**config.mk**
```make
export PLATFORM = sky130hd
export DESIGN_NAME = sram_ctrl_fsm
export DESIGN_NICKNAME = d
export VERILOG_FILES = /design/src/rtl/axi_defines.svh /design/src/rtl/sram_wrapper_pkg.sv /design/src/rtl/sram_ctrl_fsm.sv
export SDC_FILE = /design/constraint.sdc
export NUM_CORES = 1
export LEC_CHECK = 0
export BUFFER_PORTS_ARGS = -buffer_cell sky130_fd_sc_hd__buf_4
export CORE_AREA = 8 8 45 47
export CTS_CLUSTER_DIAMETER = 60
export DETAILED_ROUTE_END_ITERATION = 16
export DIE_AREA = 0 0 53 55
export PLACE_DENSITY = 0.48
export SLEW_MARGIN = 20
export SYNTH_ARGS = -nofsm -noshare
export SYNTH_HDL_FRONTEND = slang
export SYNTH_SLANG_ARGS = --single-unit
```
**constraint.sdc**
```tcl
create_clock -name clk -period 2.2 [get_ports clk]
set_clock_uncertainty 0.05 [all_clocks]
set_input_delay 0.33 -clock clk [delete_from_list [all_inputs] [get_ports clk]]
set_output_delay 0.33 -clock clk [all_outputs]
set_load 0.05 [all_outputs]
```
**src/rtl/axi_defines.svh**
```systemverilog
`ifndef AXI_DEFINES_SVH
`define AXI_DEFINES_SVH

// AXI4 field widths
`define AXI_IDS_BITS   8
`define AXI_ADDR_BITS  32
`define AXI_LEN_BITS   4
`define AXI_DATA_BITS  32
`define AXI_STRB_BITS  4

// Strobe classes, anything else is a full word
`define AXI_STRB_BYTE  4'b0001
`define AXI_STRB_HWORD 4'b0011

// Response codes
`define AXI_RESP_OKAY  2'b00

// SRAM word address, byte address bits 15 to 2
`define SRAM_ADDR_BITS 14
`define SRAM_ADDR_LSB  2

`endif
```
**src/rtl/sram_wrapper_pkg.sv**
```systemverilog
package sram_wrapper_pkg;

    // Controller states
    typedef enum logic [1:0] {
        IDLE  = 2'b00,
        READ  = 2'b01,
        WRITE = 2'b10,
        RESP  = 2'b11
    } ctrl_state_t;

    // Byte write enables are active low
    localparam logic WEB_ENB = 1'b0;
    localparam logic WEB_DIS = 1'b1;

endpackage

```
**src/rtl/sram_ctrl_fsm.sv**
```systemverilog
`timescale 1ns/1ps

module sram_ctrl_fsm (
    input  logic clk,
    input  logic rst,
    input  logic awvalid,
    input  logic wvalid,
    input  logic wlast,
    input  logic bready,
    input  logic arvalid,
    input  logic rready,
    input  logic beat_last,
    output logic awready,
    output logic wready,
    output logic bvalid,
    output logic arready,
    output logic rvalid,
    output logic rlast,
    output logic req_load,
    output logic req_is_write,
    output logic beat_adv,
    output logic cs,
    output logic oe,
    output logic wr_en
);

    sram_wrapper_pkg::ctrl_state_t state;
    sram_wrapper_pkg::ctrl_state_t state_nxt;

    logic aw_hs;
    logic w_hs;
    logic b_hs;
    logic ar_hs;
    logic r_hs;

    // Handshakes, only evaluated here
    assign aw_hs = awvalid & awready;
    assign w_hs  = wvalid & wready;
    assign b_hs  = bvalid & bready;
    assign ar_hs = arvalid & arready;
    assign r_hs  = rvalid & rready;

    always_ff @(posedge clk or negedge rst) begin
        if (!rst) begin
            state <= sram_wrapper_pkg::IDLE;
        end else begin
            state <= state_nxt;
        end
    end

    always_comb begin
        state_nxt = state;
        case (state)
            sram_wrapper_pkg::IDLE: begin
                // Write wins a tie
                if (aw_hs) begin
                    state_nxt = sram_wrapper_pkg::WRITE;
                end else if (ar_hs) begin
                    state_nxt = sram_wrapper_pkg::READ;
                end
            end
            sram_wrapper_pkg::WRITE: begin
                if (w_hs && wlast) begin
                    state_nxt = sram_wrapper_pkg::RESP;
                end
            end
            sram_wrapper_pkg::RESP: begin
                if (b_hs) begin
                    state_nxt = sram_wrapper_pkg::IDLE;
                end
            end
            sram_wrapper_pkg::READ: begin
                if (r_hs && beat_last) begin
                    state_nxt = sram_wrapper_pkg::IDLE;
                end
            end
            default: state_nxt = sram_wrapper_pkg::IDLE;
        endcase
    end

    always_comb begin
        awready      = 1'b0;
        arready      = 1'b0;
        wready       = 1'b0;
        bvalid       = 1'b0;
        rvalid       = 1'b0;
        rlast        = 1'b0;
        req_load     = 1'b0;
        req_is_write = 1'b0;
        beat_adv     = 1'b0;
        cs           = 1'b0;
        oe           = 1'b0;
        wr_en        = 1'b0;
        case (state)
            sram_wrapper_pkg::IDLE: begin
                awready      = 1'b1;
                arready      = ~awvalid;
                req_load     = aw_hs | ar_hs;
                req_is_write = awvalid;
                // First read word is fetched on the AR edge
                cs           = ar_hs;
                oe           = ar_hs;
            end
            sram_wrapper_pkg::WRITE: begin
                wready   = 1'b1;
                wr_en    = w_hs;
                cs       = w_hs;
                beat_adv = w_hs;
            end
            sram_wrapper_pkg::RESP: begin
                bvalid = 1'b1;
            end
            sram_wrapper_pkg::READ: begin
                rvalid   = 1'b1;
                rlast    = beat_last;
                // Address held while stalled, so a re-read keeps rdata stable
                cs       = 1'b1;
                oe       = 1'b1;
                beat_adv = r_hs & ~beat_last;
            end
            default: ;
        endcase
    end

endmodule

```
Yosys cells after proc, flatten, opt, wreduce, memory -nomap -nowiden
Index checks and enable logic that the tools add are counted.

Equality and inequality tests: 7. Muxes and demuxes: 18. Bitwise gates (word level): 9. Reduce and logical (&&, ||, !) cells: 4.

Operators by type and width (count): $mux 2 (5); $mux 1 (9); $pmux 2 s4 (1); $and 1x1->1 (6); $ne 2x2->1 const B (3); $eq 2x2->1 const B (2); $pmux 1 s2 (2); $reduce_and 4->1 (1); $ne 3x3->1 const B (1); $pmux 1 s3 (1); $eq 2x1->1 const B (1); $logic_and 1x1->1 (2); $logic_not 2->1 (1); $not 1->1 (2); $or 1x1->1 (1).

Flip-flop bits (word level): 2. Input bits: 9. Output and inout port bits: 12. Word-level logic and storage cells: 39.

Logic depth before layout (Yosys ltp)
Depth in word-level cells: 6. Mapped depth: 5. Mapped depth without buffers: 5.

Least setup slack after synthesis
Ideal clock, no wire load.

Path type: reg-to-output. From: register state[0]. To: output cs. Arrival: 2883 ps. Slack: -1063 ps. Cell stages (with the launch flop): 6. Path through: dfrtp_1 inv_1 ha_1 nor2b_1 a21oi_1 a21oi_1.

Word-level cells in the longest chain between the ends: 4.

Ends and longest elaborated chain: start: declaration (line sram_ctrl_fsm.sv:27) `sram_wrapper_pkg::ctrl_state_t state;`; start signal: assignment (line sram_ctrl_fsm.sv:45) `state <= sram_wrapper_pkg::IDLE;`; start signal: assignment (line sram_ctrl_fsm.sv:47) `state <= state_nxt;`; $logic_not 2->1 (line sram_ctrl_fsm.sv:94) `case (state)`; $mux 1 (line sram_ctrl_fsm.sv:94); named net arready (line sram_ctrl_fsm.sv:16) `output logic arready,`; $and 1x1->1 (line sram_ctrl_fsm.sv:40) `assign ar_hs = arvalid & arready;`; $pmux 1 s3 (line sram_ctrl_fsm.sv:94); end: declaration (line sram_ctrl_fsm.sv:22) `output logic cs,`.

The timed path passes the listed nets, and every way through them passes these cells.

Worst setup path after layout
From: register state[0]. To: output beat_adv.

Word-level cells in the longest chain between the ends: 5.

Ends and longest elaborated chain: $eq 2x1->1 (line sram_ctrl_fsm.sv:94); $mux 1 (line sram_ctrl_fsm.sv:94); $and 1x1->1 (line sram_ctrl_fsm.sv:41) `assign r_hs = rvalid & rready;`; $and 1x1->1 (line sram_ctrl_fsm.sv:119) `beat_adv = r_hs & ~beat_last;`; $pmux 1 s2 * (line sram_ctrl_fsm.sv:94); end: declaration (line sram_ctrl_fsm.sv:21) `output logic beat_adv,`.

Mark *: on every way between the ends. The rest lies on a longest branch, timed or not.

==> results_dict.tcl <==
set metrics [dict create \
    status "complete, no violations" \
    ys_ff_latch 2 \
    wire_per_inst_um 11.9 \
    port_buffers 20 \
    synthesis.area_um2 310 \
    cts_buffer_depth 2 \
    pre_cts_ws_ns 0.360 \
    grt.total_usage_pct 5.84 \
    finalMaxSlewViolations 0 \
    finalSetupViolations 0 \
    synth_area_per_cell_um2 9.40 \
    reg_top3 "state: 2 flops" \
    top_register "state" \
    fin_crit_ns 2.03 \
    final_common_cell "buf_4" \
    dr.pass1.iters 1 \
    die_h_um 55 \
    slew_headroom_pct 76.8 \
    maxCapViolations 0 \
    hp-class "in2async" \
    diodes 0 \
    crit_path_end_kind "output port" \
    initial_utilization_pct 22.4 \
    final_layout_size_suffix_gt1_share_pct 54.4 \
    drt.antenna.violating_nets 0 \
    grt_first_pass_wirelength_um 1280 \
    rsz0062_at_grt "false" \
    critPathLaunchType "flop" \
    yosysUniqueCellTypes 17 \
    fin_setup_tns_ns 0 \
    r2r_cells 5 \
    largest_reg_flops 2 \
    ys_warn_count 0 \
    area_growth_pct 75.4 \
    hold_viol_final 0 \
    clock-sinks 2 \
    antenna_found_initial 0 \
    layout.nets 74 \
    coreArea_um2 1380 \
    hpwl_um 736 \
    die_area_um2 2920 \
    die_width_um 53 \
    max_freq_mhz 493 \
    fin_crit_sh_pct 92.2 \
    syn_nets 48 \
    vias 290 \
    drt-initial-drc-count 0 \
    cts_tree "built" \
    yosysSeqAreaShare_pct 16.1 \
    worst_pin_slew_ns 0.349 \
    postLayoutCoreUtil_pct 39.3 \
    crit_fanout 5 \
    ioPinCount 21 \
    worst_slack_ns 0.171 \
    gp_congestion 0.657 \
    cts-resized-gates 0 \
    grt-ovfl-total 0 \
    viasPerCell 3.97 \
    remaining_drc_errors 0 \
    synth_cells 33 \
    clock_latency_ns 0.22 \
    htreeDepth 1 \
    cts_buffers 3 \
    drt-total-wl_um 868 \
    grt_max_degree 7 \
    rows 14 \
    r2r-end "state[1]" \
    clkTransAtPathRegs_ns 0.03 \
    r2r_slack_ns 0.36 \
    root_buffer "clkbuf_4" \
    critical_path_required_ns 1.82 \
    r2r-start "state[1]" \
    critPathArrivalTime_ns 1.65 \
    grt_pass1_vias 319 \
    layout_common_cells "20 x buf_4, 6 x inv_1, 5 x ha_1" \
    worstSetupPathType "reg2out" \
    fill_cells 155 \
]
layer usage:
metal / vias to the layer above / global-route usage (%) / part of all wire [%]
li1: 158 / - / -
met1: 120 / 6.22 / 37
met2: 12 / 9.57 / 49
met3: 0 / 2.14 / 14
met4: 0 / 3.88 / 0
met5: - / 0 / 0
layout make-up:
class                   instances  area [um2]  area share, %
repair buffers                 21         160           29.4
multi-input cells              25         269           49.4
well taps                      16        20.0           3.68
flip-flops and latches          2        50.0           9.20
inverters                       6        22.5           4.14
clock buffers                   3        22.5           4.14
cell usage after synthesis:
| cell type | count | share of area (%) |
|---|---|---|
| a2111oi_4 | 1 | 8.9 |
| a21boi_1 | 1 | 2.4 |
| a21boi_4 | 1 | 6.0 |
| a21oi_1 | 2 | 3.2 |
| and2_1 | 2 | 4.0 |
| and2_2 | 1 | 2.4 |
| dfrtp_1 | 2 | 16 |
| ha_1 | 6 | 24 |
| inv_1 | 6 | 7.3 |
| mux2_4 | 1 | 4.8 |
| mux2i_1 | 1 | 3.2 |
| nand2_1 | 2 | 2.4 |
| nand3_1 | 1 | 1.6 |
| nor2b_1 | 1 | 2.0 |
| nor3b_2 | 1 | 4.0 |
| o21a_1 | 1 | 2.4 |
| o21ai_0 | 3 | 4.8 |
worst max-delay path: stages, from the launching register on:
cell and delay [ns]:
dfrtp_1 0.41, inv_1 0.17, ha_1 0.26, nand2_1 0.15, o21ai_0 0.11, and2_1 0.14, buf_4 0.19
cell families after synthesis:
kind of cell	synth area share, %
buf+inv	7.26
simple gates	16.5
compound gates	27.8
mux	8.06
fa+ha+maj	24.2
flops	16.1
worst max-delay path by stage:
stage / from / to / slack (ns) / depth (start not counted)
final: state[0] / beat_adv / 0.17 / 6
after global routing: state[0] / beat_adv / 0.005 / 6
after CTS: state[0] / beat_adv / 0.13 / 6
after detailed placement: state[1] / state[1] / 0.36 / 5
after global placement: state[0] / beat_adv / 0.33 / 6
after floorplan: state[0] / beat_adv / -0.02 / 5
through the flow:
stage	hold WS, ns	area (um2)	std cells
floorplan	-0.0156	342	33
global placement	0.0636	512	69
detailed placement	0.0638	512	69
CTS	0.367	544	73
global route	0.381	544	73
finish	0.377	544	73
what timing repair did:
action,in CTS,in global routing
hold buffers,1,0
endpoints found under the hold margin,2,0
setup buffers,0,0
Power is left out: the tool's default activity adds up to more than one toggle a clock period on the data nets, which glitch-free logic cannot reach.
