<file path="config.mk">
export PLATFORM = sky130hd
export DESIGN_NAME = sram_write_lanes
export DESIGN_NICKNAME = d
export VERILOG_FILES = /design/src/rtl/sram_wrapper_pkg.sv /design/src/rtl/sram_write_lanes.sv
export VERILOG_INCLUDE_DIRS = /design/src /design/src/rtl
export SDC_FILE = /design/constraint.sdc
export NUM_CORES = 1
export LEC_CHECK = 0
export BUFFER_PORTS_ARGS = -buffer_cell sky130_fd_sc_hd__buf_4
export CORE_AREA = 2 2 39 41
export DETAILED_ROUTE_END_ITERATION = 8
export DIE_AREA = 0 0 41 43
export GPL_TIMING_DRIVEN = 0
export PLACE_DENSITY_LB_ADDON = 0.1
export SLEW_MARGIN = 20
export SYNTH_ARGS = -nofsm -noshare
export SYNTH_HDL_FRONTEND = slang
export SYNTH_SLANG_ARGS = --single-unit
</file>
<file path="constraint.sdc">
create_clock -name vclk -period 1.1
set_input_delay 0.055 -clock vclk [all_inputs]
set_output_delay 0.055 -clock vclk [all_outputs]
set_load 0.005 [all_outputs]
</file>
<file path="src/rtl/axi_defines.svh">
`ifndef AXI_DEFINES_SVH
`define AXI_DEFINES_SVH

// AXI4 field widths
`define AXI_IDS_BITS   8
`define AXI_ADDR_BITS  32
`define AXI_LEN_BITS   4
`define AXI_DATA_BITS  32
`define AXI_STRB_BITS  4

// Strobe classes, anything else is a full word
`define AXI_STRB_BYTE  4'b0001
`define AXI_STRB_HWORD 4'b0011

// Response codes
`define AXI_RESP_OKAY  2'b00

// SRAM word address, byte address bits 15 to 2
`define SRAM_ADDR_BITS 14
`define SRAM_ADDR_LSB  2

`endif
</file>
<file path="src/rtl/sram_wrapper_pkg.sv">
package sram_wrapper_pkg;

    // Controller states
    typedef enum logic [1:0] {
        IDLE  = 2'b00,
        READ  = 2'b01,
        WRITE = 2'b10,
        RESP  = 2'b11
    } ctrl_state_t;

    // Byte write enables are active low
    localparam logic WEB_ENB = 1'b0;
    localparam logic WEB_DIS = 1'b1;

endpackage

</file>
<file path="src/rtl/sram_write_lanes.sv">
`timescale 1ns/1ps
`include "axi_defines.svh"

module sram_write_lanes (
    input  logic                      wr_en,
    input  logic [`AXI_STRB_BITS-1:0] wstrb,
    input  logic [1:0]                byte_off,
    output logic [`AXI_STRB_BITS-1:0] web
);

    always_comb begin
        web = {`AXI_STRB_BITS{sram_wrapper_pkg::WEB_DIS}};
        if (wr_en) begin
            case (wstrb)
                `AXI_STRB_BYTE: begin
                    web[byte_off] = sram_wrapper_pkg::WEB_ENB;
                end
                `AXI_STRB_HWORD: begin
                    // Lower or upper halfword
                    web[{byte_off[1], 1'b0} +: 2] = {2{sram_wrapper_pkg::WEB_ENB}};
                end
                default: begin
                    web = {`AXI_STRB_BITS{sram_wrapper_pkg::WEB_ENB}};
                end
            endcase
        end
    end

endmodule

</file>
Word-level counts from Yosys, hierarchy flattened. Cells that the tools add are included.

Bits in registers: 0. Input port bits: 7. Output and inout port bits: 4. Word-level logic and storage cells: 15.

Add/sub/neg operators: 1. Magnitude comparators: 2. Equality and inequality tests: 2. Shift operators: 2. Multiplexer cells: 4. Bitwise operators: 3. Reductions and logical operators: 1.

Operator list (count): 4-bit inverter (2); 4-bit one-hot mux with 2 select lines (1); 4-bit by 1-bit equality test with 1-bit output (second input constant) (1); 4-bit by 2-bit equality test with 1-bit output (second input constant) (1); 4-bit 2-to-1 mux (1); 2-bit negation with 4-bit output (1); 4-bit bitwise OR (1); 2-bit by 4-bit variable shift with 4-bit output (first input constant) (1); 2-bit by 4-bit variable part select with 4-bit output (first input constant) (1); 2-bit by 3-bit < comparator with 1-bit output (second input constant) (1); 1-bit demux with 2-bit select (1); 2-bit by 1-bit greater-or-equal comparator with 1-bit output (second input constant) (1); 1-bit logical AND (1); 1-bit 2-to-1 mux (1).

Depth between registers and ports, before layout. Gate-level depths: netlist of the first run.

Word-level depth: 7. Depth in mapped cells: 3. Depth with buffers taken out: 3.

Worst setup path before layout of the first run. OpenSTA, ideal clock, no wires.

Path type: input port to output port. From: input port wstrb[3]. To: output port web[0]. Arrival: 437 ps. Data required time: 1045 ps. Slack: 608 ps. Stages on the path: 3. Path buffers: 0. Cells stage by stage: nor3b_2 > o21ai_0 > nand2_1.

Word-level cells in the longest chain between the ends: 3.

Ends and longest elaborated chain: start: declaration (line sram_write_lanes.sv:6) `` input logic [`AXI_STRB_BITS-1:0] wstrb, ``; 4-bit by 2-bit equality test with 1-bit output / 4-bit by 1-bit equality test with 1-bit output (equally long branches) (line sram_write_lanes.sv:14) `case (wstrb)`; 4-bit one-hot mux with 2 select lines * (line sram_write_lanes.sv:14); 4-bit 2-to-1 mux * (line sram_write_lanes.sv:13) `if (wr_en) begin`; end: declaration (line sram_write_lanes.sv:8) `` output logic [`AXI_STRB_BITS-1:0] web ``.

Mark *: on every way between the ends. The rest lies on a longest branch, timed or not.

Worst setup path after layout of the first run.
From: input port wstrb[3]. To: output port web[3].

Same word-level chain as after synthesis.

==> metrics.md, run 1 <==
| Metric | Value |
|---|---|
| Status | `complete, no violations` |
| # port buffers | `11` |
| Die area | `1763 sq um` |
| Largest cells by area after synthesis | `o21ai_0 (33%), nand2_1 (24%), nor3b_2 (20%)` |
| Initial antenna violation count | `0` |
| Seq/Total Area, Yosys | `0` |
| Hold WC Path Type | `primary input to output port` |
| Setup TNS | `0 ns` |
| Routed vias | `114` |
| Dominant cell type by area after synthesis | `o21ai_0` |
| Max-capacitance violation count | `0` |
| Pint | `0.00003215 W` |
| RSZ-0062 raised after global routing | `false` |
| Crit path required time | `1.04 ns` |
| Core area | `1384 sq um` |
| Drt pass-1 iters | `2` |
| Drt initial violations | `2` |
| Setup Buffers After CTS | `0` |
| Grt ovf | `0` |
| Gr usage total | `0.02198` |
| Post-DR wirelength/cell | `6.359 um` |
| RePlAce Congestion | `0.5207` |
| Peak supply drop | `0.00005250 V` |
| Tightest Pin Transition | `0.2104 ns` |
| Dpl ws | `0.3264 ns` |
| FMAX | `1316 MHz` |
| Register share of total power | `0` |
| Cell Rows | `14` |
| Synth unique cells | `6` |
| Area of the multi-input gates | `57.56 sq um` |
| Slew headroom | `0.8591` |
| Layout fillers | `162` |
| First-pass GRT wire length | `282 um` |
| CP Capture Type | `output port` |
| Die Y | `43 um` |
| Avg Cell Area, Syn | `5.109 sq um` |
| Nets | `32` |
| Synth warnings | `0` |
| Crit share post-route | `0.6909` |
| Hold buffers post-CTS | `0` |
| Register Area | `0 sq um` |
| Worst Slack Setup Final | `0.3400 ns` |
| Proportion of netlist area held by the largest area contributor | `0.3265` |
| Die W | `41 um` |
| Via density | `2.923` |
| LEAKAGE | `0.08213 nW` |
| Comb pwr share | `1.000` |
| Area Growth Syn to Fin | `167.3%` |
| Total of clock buffers placed in the layout | `0` |
| Antenna viol nets, final | `0` |
| Switching fraction of total power | `0.3524` |
| Worst Setup Start Kind | `primary input` |
| Share of cells above drive strength 1 | `0.5217` |
| Post-Syn Area | `61.31 sq um` |
| # diodes | `0` |
| Drt drc | `0` |
| Cells after Synth | `12` |
| # resized after CTS | `0` |
| Starting Density | `0.04430` |
| Endpoints failing setup | `0` |
| Syn_nets | `19` |
| Vias in the first global route | `76` |
| CP Data Arrival Time | `0.70 ns` |
| Final WL | `248 um` |
| Clock power share | `0` |
| P_sw | `0.00001749 W` |
| PD cells | `302.9 nW/um^2` |
| Max FO, Critical Path | `4` |
| Clock period minus worst slack | `0.7600 ns` |
| Hold Vio Cnt, Final | `0` |
| Worst Setup Path Type | `primary input to output port` |
| Largest net degree at the start of global routing | `5` |
| Final Max Slew Viols | `0` |
| IO Count | `11` |
| FFs & Latches | `0` |
| Final core occ | `0.1184` |
metrics by stage:
stage | instance area, sq um | cells | hold slack, ns | power [W]
global placement | 163.9 | 39 | 0.3753 | 0.00005054
global route | 163.9 | 39 | 0.3883 | 0.00005531
floorplan | 61.31 | 12 | 0.1510 | 0.00001303
finish | 163.9 | 39 | 0.3726 | 0.00004965
CTS | 163.9 | 39 | 0.3742 | 0.00005032
detailed placement | 163.9 | 39 | 0.3740 | 0.00005029
layout make-up:
class / instances / area share
Multi-Input combinational cell: 11 / 0.3511
Tap cell: 16 / 0.1221
Inverter: 1 / 0.02290
Timing Repair Buffer: 11 / 0.5038
cells by family after synthesis:
family | count (synthesis) | share of synthesized area
AO/OA/AOI/OAI | 4 | 0.3265
buffers and inverters | 1 | 0.06117
AND/OR/NAND/NOR | 7 | 0.6121
metal layers:
layer / share of wire / track usage
met5: 0 / 0
met4: 0 / 0
met3: 0.29 / 0.01047
met2: 0.27 / 0.03125
met1: 0.44 / 0.03165
critical path, stage by stage:
cell and delay [ns]:
buf_4 0.11, nor3b_2 0.23, o21ai_0 0.13, nand2_1 0.08, buf_4 0.10
cell usage in the layout, fill, tap and decap left out:
cell type	n
nor3b_2	1
nand2_1	4
o21ai_0	4
inv_1	1
nor2b_1	1
nor2_1	1
buf_4	11
power by group through the flow:
| stage | logic, W | clock network, W | registers, W |
|---|---|---|---|
| 3_5_place_dp | 0.0000503 | 0 | 0 |
| 6_report | 0.0000496 | 0 | 0 |
| 2_1_floorplan | 0.0000130 | 0 | 0 |
| 5_1_grt | 0.0000553 | 0 | 0 |
| 3_3_place_gp | 0.0000505 | 0 | 0 |
| 4_1_cts | 0.0000503 | 0 | 0 |
final timing paths:
kind                  from     end  slack [ns]  cells after the start
setup / recovery  wstrb[3]  web[3]        0.34                      5
hold / removal       wr_en  web[3]        0.37                      3
cells in the mapped netlist:
master	instances
nor2b_1	1
nand2_1	4
o21ai_0	4
nor3b_2	1
nor2_1	1
inv_1	1
Note: power is estimated with default switching activity, not from simulation.
==> run 2: changes to the inputs <==
- clock period: 1.1 -> 0.8 ns (I/O delays scaled with it)
==> run 2 against run 1 <==
Setup slack worse by 0.25 ns. Flip-flop and latch count stayed put. Sequential share of layout area stayed put. Routed wire length grew 1.2%. Worst hold slack got worse by 0.030 ns. Via count unchanged. First-iteration DRC count unchanged. Critical endpoint unchanged. Largest cell class unchanged.
==> metrics.md, run 2 (synthesis results as in run 1) <==
| Metric | Value |
|---|---|
| Initial antenna violation count | `0 (unchanged)` |
| Grt ovf | `0 (unchanged)` |
| Vias in the first global route | `76 (unchanged)` |
| CP Data Arrival Time | `0.67 ns (-0.03 ns)` |
| # port buffers | `11 (unchanged)` |
| Gr usage total | `0.02198 (unchanged)` |
| Post-DR wirelength/cell | `6.436 um (+1.2%)` |
| Worst Slack Setup Final | `0.09124 ns (-0.2488 ns)` |
| Drt pass-1 iters | `2 (unchanged)` |
| Critical Path Most Common Cell | `buf_4` |
| Total of clock buffers placed in the layout | `0 (unchanged)` |
| Hold WS | `0.3427 ns (-0.02998 ns)` |
| Critical path buffers and inverters | `2 (unchanged)` |
| Slew headroom | `0.8799 (+0.02077)` |
| Final WL | `251 um (+1.2%)` |
| First-pass GRT wire length | `282 um (unchanged)` |
| FFs & Latches | `0 (unchanged)` |
| Hold WC Path Type | `primary input to output port` |
| Endpoints failing setup | `0 (unchanged)` |
| Die area | `1763 sq um (unchanged)` |
| Layout fillers | `163 (+0.62%)` |
| Area Growth Syn to Fin | `177.5%` |
| Setup TNS | `0 ns (unchanged)` |
| Via density | `2.923 (unchanged)` |
| Worst Setup Start Kind | `primary input` |
| Die Y | `43 um (unchanged)` |
| Antenna viol nets, final | `0 (unchanged)` |
| Slowest stage delay, CP | `0.21 ns (-0.02 ns)` |
| Largest net degree at the start of global routing | `5 (unchanged)` |
| Drt initial violations | `2 (unchanged)` |
| Drt drc | `0 (unchanged)` |
| Peak supply drop | `0.00007216 V (+37%)` |
| Final Max Slew Viols | `0 (unchanged)` |
| Worst-path cell chain | `buf_4 > nor3b_4 > o21ai_0 > nand2_1 > buf_4` |
| Worst Setup Path Type | `primary input to output port` |
| FMAX | `1411 MHz` |
| Most common cell after layout, fill and taps aside | `buf_4` |
| Core area | `1384 sq um (unchanged)` |
| CP Capture Type | `output port` |
| Hold buffers post-CTS | `0 (unchanged)` |
| Instance count on the critical path | `5 (unchanged)` |
| Critical path startpoint | `wstrb[3]` |
| Nets | `32 (unchanged)` |
| CP delay by family, top | `simple AND/OR/NAND/NOR gates` |
| Clock period minus worst slack | `0.7088 ns` |
| Register Area | `0 sq um (unchanged)` |
| Crit path to | `web[3]` |
| Total Power | `0.00007266 W (+46%)` |
| Share of cells above drive strength 1 | `0.5217 (unchanged)` |
| Cell Rows | `14 (unchanged)` |
| Hold Vio Cnt, Final | `0 (unchanged)` |
| RSZ-0062 raised after global routing | `false` |
| CP max-delay cell | `nor3b_4` |
| Starting Density | `0.04430 (unchanged)` |
| Die W | `41 um (unchanged)` |
| Crit share post-route | `0.8859` |
| Dpl ws | `0.05644 ns (-0.2700 ns)` |
| Max FO, Critical Path | `4 (unchanged)` |
| Most frequent cells in the layout | `buf_4 (11), o21ai_0 (4), nand2_1 (4)` |
| Max-capacitance violation count | `0 (unchanged)` |
| IO Count | `11 (unchanged)` |
| RePlAce Congestion | `0.5207 (unchanged)` |
| Tightest Pin Transition | `0.1800 ns (-0.03042 ns)` |
| Status | `complete, no violations` |
| Routed vias | `114 (unchanged)` |
| # diodes | `0 (unchanged)` |
| PD cells | `427.0 nW/um^2 (+41%)` |
| LEAKAGE | `0.08504 nW (+3.5%)` |
| Crit path required time | `0.76 ns (-0.28 ns)` |
==> run 2: cell types whose count changed in the layout (fill, tap and decap cells not counted) <==
cell	change
nor3b_4	+1
nor3b_2	-1
==> run 2: worst min path at each step <==
stage | start | to | slack [ns] | cells past startpoint
after global routing | wr_en | web[1] | 0.36 | 3
after CTS | wr_en | web[3] | 0.34 | 3
after global placement | wr_en | web[1] | 0.35 | 3
final | wr_en | web[3] | 0.34 | 3
after detailed placement | wr_en | web[3] | 0.34 | 3
after floorplan | wr_en | web[0] | 0.12 | 1
==> run 2: final cells by class <==
class                      instances  area, sq um  share of cell area
multi-input combinational         11        63.81              0.3750
timing repair buffer              11        82.58              0.4853
inverter                           1        3.754             0.02206
tap                               16        20.02              0.1176
==> run 2: stage by stage <==
step	instances	instance area, sq um	utilization
after floorplan	12	61.31	-
after global placement	39	163.9	0.1184
after detailed placement	39	163.9	0.1184
after CTS	39	163.9	0.1184
after global routing	39	170.2	0.1230
final	39	170.2	0.1230
==> run 2: layer usage <==
layer,share of wire,GRT usage
met5,0,0
met4,0,0
met3,0.26,0.01047
met2,0.26,0.03125
met1,0.47,0.03165
==> run 2: repair_timing <==
action | 4_1_cts | 5_1_grt
setup endpoints to repair | 0 | 4
resized for setup | 0 | 1
setup buffers | 0 | 0
==> run 2: worst min-delay path, stage by stage <==
cell and delay [ns]:
buf_4 0.10, nand2_1 0.04, buf_4 0.12
==> run 2: report_power, final <==
| group | switching (W) | internal, W |
|---|---|---|
| Clock | 0 | 0 |
| Sequential | 0 | 0 |
| Combinational | 0.0000261 | 0.0000465 |
| Total | 0.0000261 | 0.0000465 |
