### config.mk
export PLATFORM = sky130hd
export DESIGN_NAME = sram_burst_addr
export DESIGN_NICKNAME = d
export VERILOG_FILES = /design/src/rtl/sram_burst_addr.sv
export VERILOG_INCLUDE_DIRS = /design/src /design/src/rtl
export SDC_FILE = /design/constraint.sdc
export NUM_CORES = 1
export LEC_CHECK = 0
export CELL_PAD_IN_SITES_DETAIL_PLACEMENT = 0
export CELL_PAD_IN_SITES_GLOBAL_PLACEMENT = 1
export CORE_MARGIN = 10
export CORE_UTILIZATION = 46
export CTS_CLUSTER_SIZE = 30
export DETAILED_ROUTE_END_ITERATION = 6
export DONT_BUFFER_PORTS = 1
export PLACE_DENSITY = 0.86
export RECOVER_POWER = 50
export SETUP_SLACK_MARGIN = 0.4
export SLEW_MARGIN = 20
export SYNTH_ARGS = -nofsm -noshare
export SYNTH_HDL_FRONTEND = slang
export SYNTH_SLANG_ARGS = --single-unit
### constraint.sdc
create_clock -name clk -period 4.1 [get_ports clk]
set_clock_uncertainty 0.2 [all_clocks]
set_input_delay 0.82 -clock clk [delete_from_list [all_inputs] [get_ports clk]]
set_output_delay 0.82 -clock clk [all_outputs]
set_load 0.01 [all_outputs]
### src/rtl/axi_defines.svh
`ifndef AXI_DEFINES_SVH
`define AXI_DEFINES_SVH

// AXI4 field widths
`define AXI_IDS_BITS   8
`define AXI_ADDR_BITS  32
`define AXI_LEN_BITS   4
`define AXI_DATA_BITS  32
`define AXI_STRB_BITS  4

// Strobe classes, anything else is a full word
`define AXI_STRB_BYTE  4'b0001
`define AXI_STRB_HWORD 4'b0011

// Response codes
`define AXI_RESP_OKAY  2'b00

// SRAM word address, byte address bits 15 to 2
`define SRAM_ADDR_BITS 14
`define SRAM_ADDR_LSB  2

`endif
### src/rtl/sram_burst_addr.sv
`timescale 1ns/1ps
`include "axi_defines.svh"

module sram_burst_addr (
    input  logic                       clk,
    input  logic                       rst,
    input  logic                       req_load,
    input  logic                       req_is_write,
    input  logic                       beat_adv,
    input  logic [`AXI_IDS_BITS-1:0]   awid,
    input  logic [`AXI_IDS_BITS-1:0]   arid,
    input  logic [`AXI_ADDR_BITS-1:0]  awaddr,
    input  logic [`AXI_ADDR_BITS-1:0]  araddr,
    input  logic [`AXI_LEN_BITS-1:0]   awlen,
    input  logic [`AXI_LEN_BITS-1:0]   arlen,
    output logic [`SRAM_ADDR_BITS-1:0] addr,
    output logic [`AXI_IDS_BITS-1:0]   id,
    output logic [1:0]                 byte_off,
    output logic                       beat_last
);

    logic [`AXI_ADDR_BITS-1:0]  req_addr;
    logic [`SRAM_ADDR_BITS-1:0] base;
    logic [`AXI_LEN_BITS-1:0]   len;
    logic [`AXI_LEN_BITS-1:0]   cnt;
    logic [`SRAM_ADDR_BITS-1:0] cur_addr;
    logic                       wr_mode;

    assign req_addr = req_is_write ? awaddr : araddr;

    // Payload fields
    always_ff @(posedge clk) begin
        if (req_load) begin
            base     <= req_addr[`SRAM_ADDR_BITS+`SRAM_ADDR_LSB-1:`SRAM_ADDR_LSB];
            byte_off <= req_addr[`SRAM_ADDR_LSB-1:0];
            id       <= req_is_write ? awid : arid;
            len      <= req_is_write ? awlen : arlen;
        end
    end

    always_ff @(posedge clk or negedge rst) begin
        if (!rst) begin
            cnt     <= '0;
            wr_mode <= 1'b0;
        end else if (req_load) begin
            cnt     <= '0;
            wr_mode <= req_is_write;
        end else if (beat_adv) begin
            cnt <= cnt + 1'b1;
        end
    end

    assign cur_addr  = base + `SRAM_ADDR_BITS'(cnt);
    assign beat_last = (cnt == len);

    // Reads look one word ahead on the advance, writes use the current beat
    always_comb begin
        if (req_load) begin
            addr = req_addr[`SRAM_ADDR_BITS+`SRAM_ADDR_LSB-1:`SRAM_ADDR_LSB];
        end else if (beat_adv && !wr_mode) begin
            addr = cur_addr + 1'b1;
        end else begin
            addr = cur_addr;
        end
    end

endmodule

Yosys cells after proc, flatten, opt, wreduce, memory -nomap -nowiden

Index checks and enable logic that the tools add are counted.
Widths: inputs -> output; s select.

Bits in read-only memories: 0
Memories: 0
Memory bits (writable): 0
Bits in latches: 0
Output and inout bits: 25
Bits of input ports: 93
Register bits after elaboration: 33

Div/mod/pow operators: 0
Order comparisons: 0
Shifts and indexed selects: 0
$add $sub $neg: 3
Reductions and logical operators: 3
Muxes and demuxes: 7
Multiply operators: 0
Bitwise operators: 0
Equality and inequality tests: 1

Operators by type and width:

| kind                  | count |
|---|---|
| $mux 14               | 2 |
| $mux 16               | 1 |
| $add 14x1->14 const B | 1 |
| $add 14x4->14         | 1 |
| $mux 4                | 3 |
| $mux 8                | 1 |
| $add 4x1->4 const B   | 1 |
| $eq 4x4->1            | 1 |
| $reduce_bool 2->1     | 1 |
| $logic_and 1x1->1     | 1 |
| $logic_not 1->1       | 1 |

Depth between registers and ports, before layout

Gate-level depths: netlist (run 1).

Depth after elaboration: 4
Depth in mapped cells: 10
Mapped depth without buffers: 10

Worst setup path after synthesis (run 1)

No wires, ideal clock.

Path kind: register to output
Start point: reg cnt[0]
End point: out addr[10]
Stages on the path, launching flop included: 11
Arrival time: 2.898 ns
Path buffers: 1
Slack: 0.182 ns
Required time: 3.080 ns
Path through: dfrtp_1 > ha_1 > inv_1 > fa_1 > nand2b_1 > a2111o_1 > o211a_1 > or3b_1 > buf_6 > or3_1 > a211oi_1

Longest elaborated chain between the ends: 4

Ends and longest elaborated chain:

| element                | RTL line              | source |
|---|---|---|
| start, declared        | sram_burst_addr.sv:25 | `` logic [`AXI_LEN_BITS-1:0] cnt; `` |
| start signal, assigned | sram_burst_addr.sv:49 | `cnt <= cnt + 1'b1;` |
| $add 14x4->14 (*)      | sram_burst_addr.sv:53 | `` assign cur_addr = base + `SRAM_ADDR_BITS'(cnt); `` |
| $add 14x1->14          | sram_burst_addr.sv:61 | `addr = cur_addr + 1'b1;` |
| $mux 14 (*)            | sram_burst_addr.sv:60 | `end else if (beat_adv && !wr_mode) begin` |
| $mux 14 (*)            | sram_burst_addr.sv:58 | `if (req_load) begin` |
| end, declared          | sram_burst_addr.sv:16 | `` output logic [`SRAM_ADDR_BITS-1:0] addr, `` |

Every way passes the cells marked *; elsewhere a longest branch is shown, timed or not.

Final worst setup path (run 1)

Same ends and word-level chain as after synthesis.

==> flow_summary.yaml, run 1 <==
outcome:
  outcome: "complete, no violations"
logic_synthesis:
  synth_ff_type: "edfxtp_1"
  synth-simple-area-share: 0.152
  synth.area.top_cells: "edfxtp_1 37%, mux2_2 14%, dfrtp_1 5.5%, xor2_1 3.9%, ha_1 3.3%"
  avgSynthCellArea_sq_um: 10.5
  yosysTopAreaCell: "edfxtp_1"
  synth_compound_gate_area_share: 0.131
  synthAdderAreaFrac: 0.0421
  seq_area_frac_synth: 0.427
  synth_top_area_share: 0.372
  synthXorXnorAreaFrac: 0.0659
  synth_mux_area_frac: 0.149
  yosysWarnings: 0
  synthArstFlopShare: 0.152
  synth_top_family_by_area: "simple AND/OR/NAND/NOR gates"
  synthCells: 216
  syn_nets: 316
  ys_types: 46
  synth_edf_count: 28
  postSynthRegisterBits: 33
  synth_area_sq_um: 2260
detailed_routing:
  totalWireLength_microns: 6100
  dr.pass1.iters: 4
  num_vias: 1749
  ant_nets: 0
  routedWlPerCell_microns: 20.1
  vias_per_cell: 5.77
  drc_errors: 0
  drt-initial-drc-count: 67
sta:
  setup_viol: 0
  finalMaxSlewViolations: 0
  fin_crit_ns: 3.94
  slew-limit-headroom: 0.570
  setup_tns_ns: 0
  max_freq_mhz: 254
  grt_setup_unrepaired: "yes"
  holdWs_ns: 0.0196
  hold_viol_final: 0
  post-route-period-util: 0.962
  worst_slew_pin_slew_ns: 0.641
cts:
  cts_made_buffers: 5
  clkLatencyLatePin_ns: 0.29
  cts_sinks: 33
  clk_path_buf_depth: 2
  clk_pin_slew_ns: 0.07
  cts-root-buf: "clkbuf_8"
  h-tree-depth: 2
  cts_tree: "done"
grt:
  antenna_found_initial: 0
  grt_pass1_vias: 1904
  grt_overflow: 0
  grt_pass1_wl_microns: 9570
  grt_max_degree: 52
  grt.total_usage: 0.144
critical_path:
  critical_path.cell_chain: "ha_4 -> inv_2 -> fa_2 -> nand2b_4 -> a2111o_1 -> o211a_1 -> or3b_4 -> or3_4 -> a211oi_4"
  cp_max_fo: 5
  crit_type: "reg2out"
  crit_path_end_kind: "output port"
  crit_slowest_cell: "or3b_4"
  critPathRequiredTime_ns: 3.08
  arrival_ns: 2.92
  startpoint_type: "flop"
  critPathTopFamily: "simple AND/OR/NAND/NOR gates"
  cp.depth: 9
  critPathMaxStageDelay_ns: 0.42
  crit_buf_inv: 1
  ff2ff_path_depth: 6
place:
  port_buffers: 0
  gp_congestion: 0.820
  dp_hpwl_microns: 4320
cells_and_area:
  nNetsFinal: 335
  drive_gt1_frac: 0.398
  antenna_cells: 0
  area_delta_synth_final_pct: 26.7
  post-route-util: 0.603
job:
  maxCapViolCount: 0
pwr:
  p_total_mw: 0.953
  vdd_drop_max_mv: 0.195
  p_leak_nw: 1.03
  power_density_nw_per_um2: 332
hold_path:
  hold_class: "in2async"
floorplan:
  die_w_microns: 90.1
  die_y_microns: 90.1
  io_pins: 118
  rows: 25
  start_util: 0.476
  fp.coreArea_sq_um: 4750
  die_area_sq_um: 8120
==> cell families (layout without fill, tap and decap cells) <==
kind of cell    after synthesis  after routing
simple gates                 66             67
fa+ha+maj                     7              7
compound gates               45             45
flops                        33             33
xor+xnor                     17             17
mux                          30             30
buf+inv                      18             37
==> final timing paths <==
check | start | end | slack (ns)
max in group asynchronous | rst | cnt[3]$_DFFE_PN0P_ | 2.93
setup reg to reg | cnt[0]$_DFFE_PN0P_ | cnt[2]$_DFFE_PN0P_ | 2.56
hold / removal | rst | cnt[2]$_DFFE_PN0P_ | 0.02
setup / recovery | cnt[0]$_DFFE_PN0P_ | addr[10] | 0.16
min in group clk | wr_mode$_DFFE_PN0P_ | wr_mode$_DFFE_PN0P_ | 0.36
hold reg to reg | wr_mode$_DFFE_PN0P_ | wr_mode$_DFFE_PN0P_ | 0.36
==> per-stage QoR <==
stage / std cells / area [sq um] / worst slack (ns)
3_5_place_dp: 283 / 2400 / 0.268
4_1_cts: 300 / 2800 / 0.128
3_3_place_gp: 283 / 2400 / 0.265
5_1_grt: 303 / 2870 / 0.0109
2_1_floorplan: 216 / 2300 / 0.356
6_report: 303 / 2870 / 0.156
==> where the power goes <==
part | total, mW | internal, mW | leakage (nW) | switching, mW
clock network | 0.306 | 0.180 | 0.0552 | 0.125
registers | 0.427 | 0.400 | 0.340 | 0.0275
logic | 0.220 | 0.107 | 0.630 | 0.112
==> worst register-to-register path: cells and delay by family, from the launching register on <==
family        cells  cell delay, ns
buf+inv           2            0.29
flops             1            0.41
simple gates      2            0.16
fa+ha+maj         1            0.19
xor+xnor          1            0.18
==> sequential cells by signal (all words and copies together), names as in the netlist <==
register and count:
base 14, id 8, cnt 4, len 4, byte_off 2, wr_mode 1
==> synthesized netlist by cell type, types with 3 or more instances <==
library cell,number
nand2_1,14
o31ai_1,4
xnor2_1,7
ha_1,6
nor4_1,5
o21ai_0,10
nand4_1,3
dfrtp_1,5
nand3_1,3
nor3_1,5
mux2_2,29
a31oi_1,3
edfxtp_1,28
a21oi_1,11
clkbuf_1,5
o31a_1,3
a211oi_1,3
nor2_1,20
xor2_1,10
or3_1,3
inv_1,11
==> final cells by class <==
| type | instances | area [sq um] |
|---|---|---|
| clock buffers | 6 | 72.6 |
| clock inverters | 2 | 35.0 |
| inverters | 11 | 41.3 |
| flip-flops and latches | 33 | 966 |
| repair buffers | 18 | 138 |
| multi-input cells | 166 | 1530 |
| fillers | 427 | 1890 |
| well taps | 67 | 83.8 |
==> cells in the final DEF, fill, tap and decap left out, types with 3 or more instances in the layout <==
cell type and n:
ha_1 3, o21ai_1 3, clkbuf_8 5, mux2_2 29
dfrtp_1 5, o31a_1 3, nand4_1 3, buf_4 16
inv_1 9, or3_4 3, o31ai_4 3, xnor2_1 6
nand2_1 12, o21ai_0 7, a21oi_1 10, a31oi_4 3
edfxtp_1 28, xor2_1 10, nor2_1 20
==> metal layers <==
layer | global-route usage | wire [microns] | vias to the layer above
li1 | - | - | 851
met1 | 0.149 | 2460 | 854
met2 | 0.264 | 3270 | 39
met3 | 0.0540 | 319 | 5
met4 | 0.0411 | 54 | 0
met5 | 0 | 0 | -
==> what timing repair did <==
item                                    4_1_cts  5_1_grt
hold buffers                                  0        1
gates cloned                                  1        0
endpoints found under the setup margin       10       11
endpoints found under the hold margin         0        3
pin swaps                                    13        8
gates resized for setup                      33       13
setup buffers                                 8        2
Power figures use the tool's default switching activity.
==> run 2, diff against run 1 <==
- ABC_AREA: default -> 1
- CORE_UTILIZATION: 46 -> 45
- PLACE_DENSITY: 0.86 -> 0.87
==> flow_summary.yaml, run 2 <==
place:
  dp_hpwl_microns: 4860
  gp_congestion: 0.826
  port_buffers: 0
  place_inst: 379
logic_synthesis:
  synth_top_area_share: 0.334
  synth_common_cells: "90 x nand2_1, 37 x inv_1, 29 x nand3_1"
  synth_ff_type: "edfxtp_1"
  synthMostInstantiatedCell: "nand2_1"
  avgSynthCellArea_sq_um: 8.05
  yosysTopAreaCell: "edfxtp_1"
  ys_types: 34
  syn_nets: 413
  seq_area_frac_synth: 0.383
  synth.area.top_cells: "edfxtp_1 33%, nand2_1 13%, mux2_2 11%, nand3_1 5.8%, inv_1 5.5%"
  yosysWarnings: 0
  postSynthRegisterBits: 33
  synthArstFlopShare: 0.152
  synthCells: 313
  synth_area_sq_um: 2520
  synth_edf_count: 28
critical_path:
  ff2ff_path_depth: 4
  rr_startpoint: "cnt[0]$_DFFE_PN0P_"
  reg2reg_slack_ns: 2.70
  crit_type: "reg2out"
  crit_path_end_kind: "output port"
  reg2reg_to: "cnt[1]$_DFFE_PN0P_"
  critPathRequiredTime_ns: 3.08
  arrival_ns: 2.61
  startpoint_type: "flop"
  cp_max_fo: 5
cts:
  cts_made_buffers: 5
  cts-root-buf: "clkbuf_8"
  clkLatencyLatePin_ns: 0.29
  h-tree-depth: 2
  cts_sinks: 33
  hold_buffers: 0
  cts_tree: "done"
  clk_pin_slew_ns: 0.08
  clk_path_buf_depth: 2
hold_path:
  hold_class: "in2async"
sta:
  max_freq_mhz: 275
  fin_crit_ns: 3.63
  setup_viol: 0
  slew-limit-headroom: 0.694
  finalMaxSlewViolations: 0
  setup_tns_ns: 0
  worst_slew_pin_slew_ns: 0.458
  hold_viol_final: 0
  grt_setup_unrepaired: "yes"
  post-route-period-util: 0.885
  holdWs_ns: 0.0188
cells_and_area:
  largest_register: "base"
  top_regs: "base: 14 flops, id: 8 flops"
  layout_common_cells: "85 x nand2_1, 35 x inv_1, 28 x edfxtp_1"
  area_delta_synth_final_pct: 11.4
  final_common_cell: "nand2_1"
  instances_no_fill: 395
  drive_gt1_frac: 0.263
  antenna_cells: 0
  largest_reg_flops: 14
  nNetsFinal: 422
job:
  maxCapViolCount: 0
floorplan:
  rows: 27
  start_util: 0.460
  fp.coreArea_sq_um: 5470
  die_w_microns: 94.8
  die_area_sq_um: 8990
  die_y_microns: 94.8
  io_pins: 118
detailed_routing:
  drc_errors: 0
  drt-initial-drc-count: 101
  num_vias: 2132
  totalWireLength_microns: 6450
  routedWlPerCell_microns: 16.3
  dr.pass1.iters: 4
  vias_per_cell: 5.40
  ant_nets: 0
grt:
  grt_pass1_vias: 2180
  antenna_found_initial: 0
  grt_overflow: 0
  grt_pass1_wl_microns: 10700
  grt.total_usage: 0.148
  grt_max_degree: 51
outcome:
  outcome: "complete, no violations"
pwr:
  comb_power_share: 0.232
  p_int_mw: 0.601
  swShare: 0.318
  power_density_nw_per_um2: 314
  clkPwrFrac: 0.284
  p_seq_frac: 0.485
  p_sw_mw: 0.280
  p_leak_nw: 1.20
  vdd_drop_max_mv: 0.177
-- run 2: cell count changes after synthesis, sizes merged, moves of 5 or more --
cell / previous run / this run
nor2: 20 / 27
nand2: 14 / 98
nand3: 3 / 33
o21ai: 11 / 16
nor4: 5 / 0
xor2: 10 / 3
inv: 11 / 39
a21oi: 11 / 3
-- run 2: worst max-delay path, cell delays in order, from the launching register on --
cell	delay, ns
edfxtp_1	0.42
ha_4	0.19
inv_2	0.05
fa_2	0.43
inv_1	0.07
ha_1	0.16
nand3_2	0.10
nor2_2	0.13
nand3_2	0.09
nor2_2	0.11
nand2_2	0.09
nor2_4	0.15
nand3_1	0.09
nand2_1	0.06
nand3_1	0.07
nand2_2	0.11
-- run 2: power groups by stage --
stage               Sequential (mW)  Clock (mW)  Combinational, mW
finish                        0.427       0.250              0.204
global route                  0.432       0.269              0.231
CTS                           0.427       0.254              0.190
detailed placement            0.434           0              0.178
global placement              0.434           0              0.176
floorplan                     0.425           0              0.155
-- run 2: through the flow --
| stage | utilization | cell area, sq um | worst slack (ns) | power, mW |
|---|---|---|---|---|
| 6_report | 0.513 | 2810 | 0.470 | 0.881 |
| 4_1_cts | 0.498 | 2720 | 0.401 | 0.871 |
| 3_3_place_gp | 0.471 | 2580 | 0.485 | 0.609 |
| 5_1_grt | 0.513 | 2810 | 0.288 | 0.932 |
| 2_1_floorplan | - | 2520 | 0.822 | 0.581 |
| 3_5_place_dp | 0.471 | 2580 | 0.451 | 0.612 |
-- run 2: cell type report --
class / count / area (sq um)
clock buffer: 6 / 72.6
inverter: 39 / 146
fill: 550 / 2670
tap: 72 / 90.1
sequential: 33 / 968
timing repair buffer: 8 / 60.1
clock inverter: 2 / 11.3
multi-input combinational: 235 / 1460
-- run 2: timing repair --
action	4_1_cts	5_1_grt
buffers inserted	4	4
endpoints found under the setup margin	10	10
pin swaps	7	17
resized for setup	9	21
-- run 2: layer usage --
metal  track usage  routed length [microns]  part of all wire
met5             0                        0                 0
met2         0.233                     2900              0.45
met3        0.0642                      644              0.10
met1         0.175                     2780              0.43
met4        0.0536                      130             0.020
-- run 2: logic make-up (layout without fill, tap and decap cells) --
group           Yosys count  in the layout  share of synthesized area
mux                      26             26                      0.116
xor+xnor                  8              8                     0.0278
buf+inv                  45             55                     0.0715
flops                    33             33                      0.383
compound gates           24             24                     0.0536
fa+ha+maj                 7              7                     0.0377
simple gates            170            170                      0.310
-- run 2: how the worst max path moves through the flow --
stage | endpoint | slack [ns] | from
detailed placement | addr[8] | 0.45 | cnt[0]$_DFFE_PN0P_
global placement | addr[8] | 0.49 | cnt[0]$_DFFE_PN0P_
finish | addr[12] | 0.47 | base[0]$_DFFE_PP_
CTS | addr[5] | 0.40 | cnt[1]$_DFFE_PN0P_
floorplan | addr[6] | 0.82 | cnt[0]$_DFFE_PN0P_
global route | addr[12] | 0.29 | base[0]$_DFFE_PP_
==> run 3, diff against run 2 <==
- BUFFER_PORTS_ARGS: default -> -buffer_cell sky130_fd_sc_hd__buf_2
- CORE_UTILIZATION: 45 -> 33
- DONT_BUFFER_PORTS: 1 -> default
- PLACE_DENSITY: 0.87 -> 0.88
==> flow_summary.yaml, run 3 (same netlist as run 2, synthesis figures left out) <==
place:
  gp_congestion: 0.860
  port_buffers: 85
  dp_hpwl_microns: 5550
sta:
  grt_setup_unrepaired: "yes"
  slew-limit-headroom: 0.426
  worst_slew_pin_slew_ns: 0.861
  setup_tns_ns: 0
  holdWs_ns: 0.165
  finalMaxSlewViolations: 0
  fin_crit_ns: 3.70
  post-route-period-util: 0.904
  setup_viol: 0
  max_freq_mhz: 270
  hold_viol_final: 0
cells_and_area:
  largest_register: "base"
  drive_gt1_frac: 0.389
  ff_latch_area_sq_um: 968
  multi_input_area_sq_um: 1430
  area_delta_synth_final_pct: 30.9
  nNetsFinal: 510
  layout_common_cells: "88 x nand2_1, 81 x buf_2, 36 x inv_1"
  top_regs: "base: 14 flops, id: 8 flops"
  final_common_cell: "nand2_1"
  largest_reg_flops: 14
  antenna_cells: 0
  n_fill_cell: 750
critical_path:
  crit_path_end_kind: "output port"
  cp_max_fo: 3
  startpoint_type: "flop"
  critPathRequiredTime_ns: 3.08
  crit_type: "reg2out"
  arrival_ns: 2.68
cts:
  clk_pin_slew_ns: 0.07
  cts_sinks: 33
  cts-root-buf: "clkbuf_8"
  cts_tree: "done"
  clkLatencyLatePin_ns: 0.29
  cts_made_buffers: 5
  h-tree-depth: 2
  clk_path_buf_depth: 2
  hold_buffers: 0
hold_path:
  hold_class: "in2async"
grt:
  grt_pass1_wl_microns: 11400
  grt_pass1_vias: 2556
  antenna_found_initial: 0
  grt_overflow: 0
  grt_max_degree: 50
  grt.total_usage: 0.120
pwr:
  vdd_drop_max_mv: 0.199
  power_density_nw_per_um2: 308
  p_leak_nw: 1.55
floorplan:
  io_pins: 118
  die_area_sq_um: 11500
  die_y_microns: 107
  rows: 31
  die_w_microns: 107
  start_util: 0.344
  fp.coreArea_sq_um: 7330
detailed_routing:
  num_vias: 2389
  dr.pass1.iters: 4
  ant_nets: 0
  drt-initial-drc-count: 116
  vias_per_cell: 4.68
  routedWlPerCell_microns: 13.4
  totalWireLength_microns: 6860
  drc_errors: 0
outcome:
  outcome: "complete, no violations"
job:
  maxCapViolCount: 0
-- run 3: cell count changes in the layout (fill, tap and decap cells not counted), sizes merged --
cell / delta
clkbuf: +4
clkinv: -1
bufinv: +1
buf: +84
-- run 3: power breakdown --
group	switching (mW)	leakage, nW	total (mW)	internal (mW)
Sequential	0.0202	0.337	0.419	0.399
Clock	0.129	0.0574	0.327	0.198
Combinational	0.153	1.16	0.271	0.119
-- run 3: path summary, 6_finish.rpt --
path | from | to | slack (ns) | depth (start not counted)
worst max-delay path | base[0]$_DFFE_PP_ | addr[13] | 0.40 | 16
worst min-delay path | rst | cnt[3]$_DFFE_PN0P_ | 0.16 | 1
worst max register to register | cnt[0]$_DFFE_PN0P_ | cnt[1]$_DFFE_PN0P_ | 2.74 | 4
worst min register to register | wr_mode$_DFFE_PN0P_ | wr_mode$_DFFE_PN0P_ | 0.42 | 2
max in group asynchronous | rst | cnt[1]$_DFFE_PN0P_ | 3.31 | 1
min in group clk | wr_mode$_DFFE_PN0P_ | wr_mode$_DFFE_PN0P_ | 0.42 | 2
-- run 3: layout make-up --
cell class | count | area share
multi-input combinational | 235 | 0.435
sequential | 33 | 0.294
timing repair buffer | 96 | 0.154
inverter | 39 | 0.0444
tap | 99 | 0.0375
clock buffer | 6 | 0.0250
clock inverter | 2 | 0.0114
-- run 3: critical path, stage by stage, from the launching register on --
cell and delay, ns:
edfxtp_1 0.42, ha_4 0.19, inv_2 0.04, fa_1 0.42, buf_6 0.14, nor2_4 0.07
nand2_2 0.07, nor2_4 0.12, nand3_2 0.10, nor2_4 0.17, nand3_2 0.12, nor2_4 0.14
nand2_1 0.06, nand2_1 0.06, nand3_1 0.06, nand2_1 0.08, buf_2 0.12
-- run 3: through the flow --
step	instance area [sq um]	setup slack [ns]	power, mW	util	cells
4_1_cts	3250	0.379	1.02	0.444	508
3_5_place_dp	3060	0.388	0.678	0.417	494
3_3_place_gp	3060	0.446	0.673	0.417	494
5_1_grt	3300	0.217	1.08	0.450	510
2_1_floorplan	2520	0.822	0.581	-	313
6_report	3300	0.395	1.02	0.450	510
-- run 3: metal layers --
layer,global-route usage,share of wire,vias to the layer above
li1,-,-,1236
met1,0.143,0.44,1071
met2,0.196,0.46,73
met3,0.0473,0.086,9
met4,0.0344,0.014,0
met5,0,0,-
-- run 3: repair_timing --
item / 4_1_cts / 5_1_grt
gates cloned: 0 / 0
endpoints found under the hold margin: 0 / 0
gates resized for setup: 10 / 12
pin swaps: 11 / 14
setup endpoints to repair: 9 / 9
buffers inserted: 6 / 2
